## src/common/bpu_pkg.sv

```systemverilog
package bpu_pkg;

    // datapath
    localparam int XLEN        = 32;
    localparam int GHIST_W     = 16;

    // bimodal base table indexed by pc[9:1]
    localparam int BIM_ENTRIES = 512;
    localparam int BIM_IDX_W   = 9;

    // tagged tables
    localparam int TT_ENTRIES  = 256;
    localparam int TT_IDX_W    = 8;
    localparam int TAG_W       = 10;
    localparam int PTAG_W      = 6;     // upper tag bits used for lookup match

    // btb indexed by pc[9:2] with tag pc[31:10]
    localparam int BTB_ENTRIES = 256;
    localparam int BTB_IDX_W   = 8;
    localparam int BTB_TAG_W   = 22;

    // return address stack
    localparam int RAS_DEPTH   = 64;
    localparam int RAS_IDX_W   = 6;
    localparam int RAS_PTR_W   = 7;     // extra bit so a full stack reads as 64

    // two-bit saturating counter
    typedef logic [1:0] ctr_t;

    localparam ctr_t CTR_STRONG_NT = 2'd0;
    localparam ctr_t CTR_WEAK_NT   = 2'd1;
    localparam ctr_t CTR_WEAK_T    = 2'd2;
    localparam ctr_t CTR_STRONG_T  = 2'd3;

    typedef enum logic [1:0] {
        OP_BRANCH,
        OP_JAL,
        OP_JALR,
        OP_OTHER
    } opcode_e;

    typedef enum logic [1:0] {
        PROV_BIM,
        PROV_T0,
        PROV_T1
    } provider_e;

    // one saturating step toward the resolved outcome
    function automatic ctr_t ctr_next(input ctr_t cur, input logic taken);
        if (taken) begin
            return (cur == CTR_STRONG_T) ? cur : ctr_t'(cur + 2'd1);
        end
        return (cur == CTR_STRONG_NT) ? cur : ctr_t'(cur - 2'd1);
    endfunction

endpackage

```

## src/ras/return_stack.sv

```systemverilog
module return_stack (
    input  logic                     clk,
    input  logic                     rst,
    input  logic                     pop_i,
    input  logic                     push_i,
    input  logic [bpu_pkg::XLEN-1:0] push_data_i,
    output logic                     nonempty_o,
    output logic [bpu_pkg::XLEN-1:0] top_o
);

    logic [bpu_pkg::XLEN-1:0] stack_q [bpu_pkg::RAS_DEPTH];

    logic [bpu_pkg::RAS_PTR_W-1:0] ptr_q;      // next free slot
    logic [bpu_pkg::RAS_PTR_W-1:0] ptr_top;
    logic [bpu_pkg::RAS_PTR_W-1:0] ptr_popped;
    logic                          do_push;

    assign ptr_top    = ptr_q - 1'b1;
    assign nonempty_o = (ptr_q != '0);
    assign top_o      = stack_q[ptr_top[bpu_pkg::RAS_IDX_W-1:0]];

    // pop first, then the push lands in the freed slot
    assign ptr_popped = (pop_i && nonempty_o) ? ptr_top : ptr_q;
    assign do_push    = push_i && (ptr_popped < bpu_pkg::RAS_PTR_W'(bpu_pkg::RAS_DEPTH));

    always_ff @(posedge clk or posedge rst) begin
        if (rst) begin
            ptr_q <= '0;
        end else if (do_push) begin
            ptr_q <= ptr_popped + 1'b1;
        end else begin
            ptr_q <= ptr_popped;
        end
    end

    always_ff @(posedge clk) begin
        if (do_push) begin
            stack_q[ptr_popped[bpu_pkg::RAS_IDX_W-1:0]] <= push_data_i;
        end
    end

endmodule

```

## config.mk

```make
export PLATFORM = sky130hd
export DESIGN_NAME = return_stack
export DESIGN_NICKNAME = d
export VERILOG_FILES = /design/src/common/bpu_pkg.sv /design/src/ras/return_stack.sv
export SDC_FILE = /design/constraint.sdc
export NUM_CORES = 2
export LEC_CHECK = 0
export ABC_AREA = 1
export BUFFER_PORTS_ARGS = -buffer_cell sky130_fd_sc_hd__buf_2
export CORE_ASPECT_RATIO = 1.2
export CORE_MARGIN = 3
export CORE_UTILIZATION = 25
export CTS_CLUSTER_DIAMETER = 30
export DETAILED_ROUTE_END_ITERATION = 10
export SYNTH_ARGS = -nofsm -noshare
export SYNTH_HDL_FRONTEND = slang
export SYNTH_SLANG_ARGS = --single-unit
```

## constraint.sdc

```tcl
create_clock -name clk -period 5.2 [get_ports clk]
set_input_delay 0.52 -clock clk [delete_from_list [all_inputs] [get_ports clk]]
set_output_delay 0.52 -clock clk [all_outputs]
set_load 0.02 [all_outputs]
```

==> metrics <==
Yosys reg bits=2055; Reg area=0.0617 mm²; Synth Instances=between 6000 and 7000; Multi-input gate area=about 0.019 mm²; final hold vios=0; final wirelength=250 mm; Slew headroom=about 16%; # setup viols final=0; fillers=about 33000; Worst VDD drop=~750 µV; Crit Path Category=reg -> out; overall global routing resource usage=around 14%; Die ar.=0.338 mm²; first-pass GRT wire length=approximately 360 mm; met1 WL=roughly 97 mm; I/O pin count=69; placed cell count=between 10000 and 15000; vias per cell=~4.8; Net Count, Synth=a little under 7000; Synth Flop Type=edfxtp_1; met3 wire length=roughly 20 mm; met2 wire length=about 120 mm; synth top area cells=edfxtp_1 74%, nand3_1 11%, nand2_1 11%; Initial Util=about 25%; initial drt markers=between 6000 and 7000; Yosys top cell by area=edfxtp_1; Worst-Margin Slew=around 1.3 ns; initial antenna violation count=26; root buffer cell=clkbuf_16; synth unique cells=21; CP Launch Type=flop; Clock Sinks=about 2100; sequential fraction of the synthesis area=approximately 75%; kind of end point of the critical path=output pin; DP HPWL=roughly 130 mm; Post-DRT Antenna Nets=0; largest net degree at the start of global routing=about 210; Max Used Layer=met5; port bufs=about 70; die height=636 µm; latest clock arrival within the worst-skew pair=around 0.83 ns; Hold/Removal Path Class=in -> reg; GPL Wtd Cong=0.820; clock-pin slew on the worst setup and hold paths=0.05 ns; CTS Buf Count=279; share of cells above drive strength 1=~11%; grt total ovfl=0; crit-path max FO=178; Synth top cells by count=2321 x nand2_1, 2048 x edfxtp_1, 1895 x nand3_1; Pwr per Cell Area=636 mW/mm²; Fin Clk Skew=0.0571 ns; Final period util=between 90% and 100%; Pre-antenna DRT Iters=8; run status=finished, final reports clean; fin. max-slew vios=0; CTS tree=built; vias in the first global route=about 53000; Finished Layout Cells=~11000; row count=between 200 and 250; drt drc=0; CTS max path bufs=4; RSZ-0062 raised after global routing=false; Final min period=between 5 and 6 ns; maximum clock frequency=a little under 200 MHz; nets=about 7000; Max Cap Violations=0; Yosys top cell area share=between 70% and 80%; via count=54900; asr flop ratio synth=less than 1%; Layout area overhead=18.6%; Die X=531 µm; CP arrival=4.51 ns; Avg Cell Area, Syn=about 12 µm²; most frequent cell after synthesis=nand2_1; Core ar.=~0.33 mm²; Required @ worst endpoint=approximately 4.7 ns; H-tree lvl count=5; Leak=around 34 nW; postcts setup bufs=0; Syn Std Cell Area=a little over 0.08 mm²; EDFF count, synth=~2000; yosys warns=0; Routed WL per cell=approximately 22 µm; Setup TNS=0 ns
flip-flops by register name, indices dropped and copies added (netlist names):
signal,cells
stack_q,2048
ptr_q,7
per-stage QoR:
stage | instance area, µm² | power [mW] | setup WS, ns | utilization, % | hold slack (ns)
3_5_place_dp | 88600 | 43.4 | 0.928 | 27.0 | 0.572
6_report | 98100 | 62.4 | 0.171 | 29.9 | 0.0561
5_1_grt | 98000 | 65.3 | 0.0295 | 29.9 | 0.0604
3_3_place_gp | 88600 | 43.2 | 0.885 | 27.0 | 0.567
2_1_floorplan | 82600 | 34.5 | 1.30 | - | 0.323
4_1_cts | 98000 | 62.6 | 0.0507 | 29.9 | 0.0124
repair_timing:
item | 4_1_cts | 5_1_grt
hold buffers | 1 | 0
hold endpoints to repair | 7 | 0
endpoints found under the setup margin | 0 | 12
gates resized for setup | 0 | 3
worst max-delay path: stages, from the launching register on:
cell     delay [ns]
dfrtp_4        0.49
buf_12         0.63
buf_12         0.51
nand2_1        0.16
nand3_1        0.16
nand3_1        0.10
nand3_1        0.12
nand3_1        0.26
nand2_1        0.23
nand2_1        0.25
nand2_1        0.15
buf_2          0.18
layout make-up:
type	instances	area share (%)
sequential	2055	62.9
antenna	7	0.0179
clock buffer	299	7.31
inverter	24	0.133
multi-input combinational	4324	19.6
timing repair buffer	232	2.22
clock inverter	198	2.31
tap	4292	5.48
cell families after synthesis:
family	count (synthesis)	share of synthesized area, %
AND/OR/NAND/NOR	4319	22.6
flip-flops	2055	74.6
buffers and inverters	469	2.71
AO/OA/AOI/OAI	2	0.0121
adder cells (fa/ha/maj)	2	0.0303
XOR/XNOR	1	0.0106
final timing paths:
kind                                     from                        end  slack (ns)  cells after the start
hold / removal                         push_i         ptr_q[0]$_DFF_PP0_        0.06                      3
max in group asynchronous                 rst         ptr_q[0]$_DFF_PP0_        4.56                      3
hold reg to reg            ptr_q[6]$_DFF_PP0_         ptr_q[6]$_DFF_PP0_        0.60                      2
min in group asynchronous                 rst         ptr_q[4]$_DFF_PP0_        0.33                      3
setup / recovery           ptr_q[0]$_DFF_PP0_                  top_o[21]        0.17                     11
setup reg to reg           ptr_q[0]$_DFF_PP0_  stack_q[34][25]$_DFFE_PP_        1.21                     13
cells in the final DEF (no fill, tap or decap), types with 5 or more instances in the layout:
master	instances
nor2_4	65
nor2_1	8
clkbuf_16	284
buf_2	68
diode_2	7
bufinv_16	30
inv_1	8
clkinvlp_4	27
inv_2	10
clkinv_1	28
nand3_2	5
edfxtp_1	2048
dfrtp_1	6
clkinv_2	19
clkinv_8	11
clkbuf_1	15
clkinv_4	28
buf_12	47
nand2_1	2319
buf_4	113
inv_8	14
nand3_1	1895
nor2_2	6
inv_6	43
nand2_2	17
power breakdown:
| part | internal, mW | switching (mW) | total (mW) |
|---|---|---|---|
| sequential | 18.8 | 0.124 | 18.9 |
| clock | 11.7 | 7.49 | 19.2 |
| combinational | 6.33 | 17.9 | 24.3 |
| total | 36.8 | 25.6 | 62.4 |
metal layers:
layer | track usage [%] | vias up
met5 | 0 | -
met3 | 2.39 | 535
met2 | 23.6 | 2614
li1 | - | 24500
met1 | 18.2 | 27200
met4 | 6.73 | 12
Power figures use the tool's default switching activity.
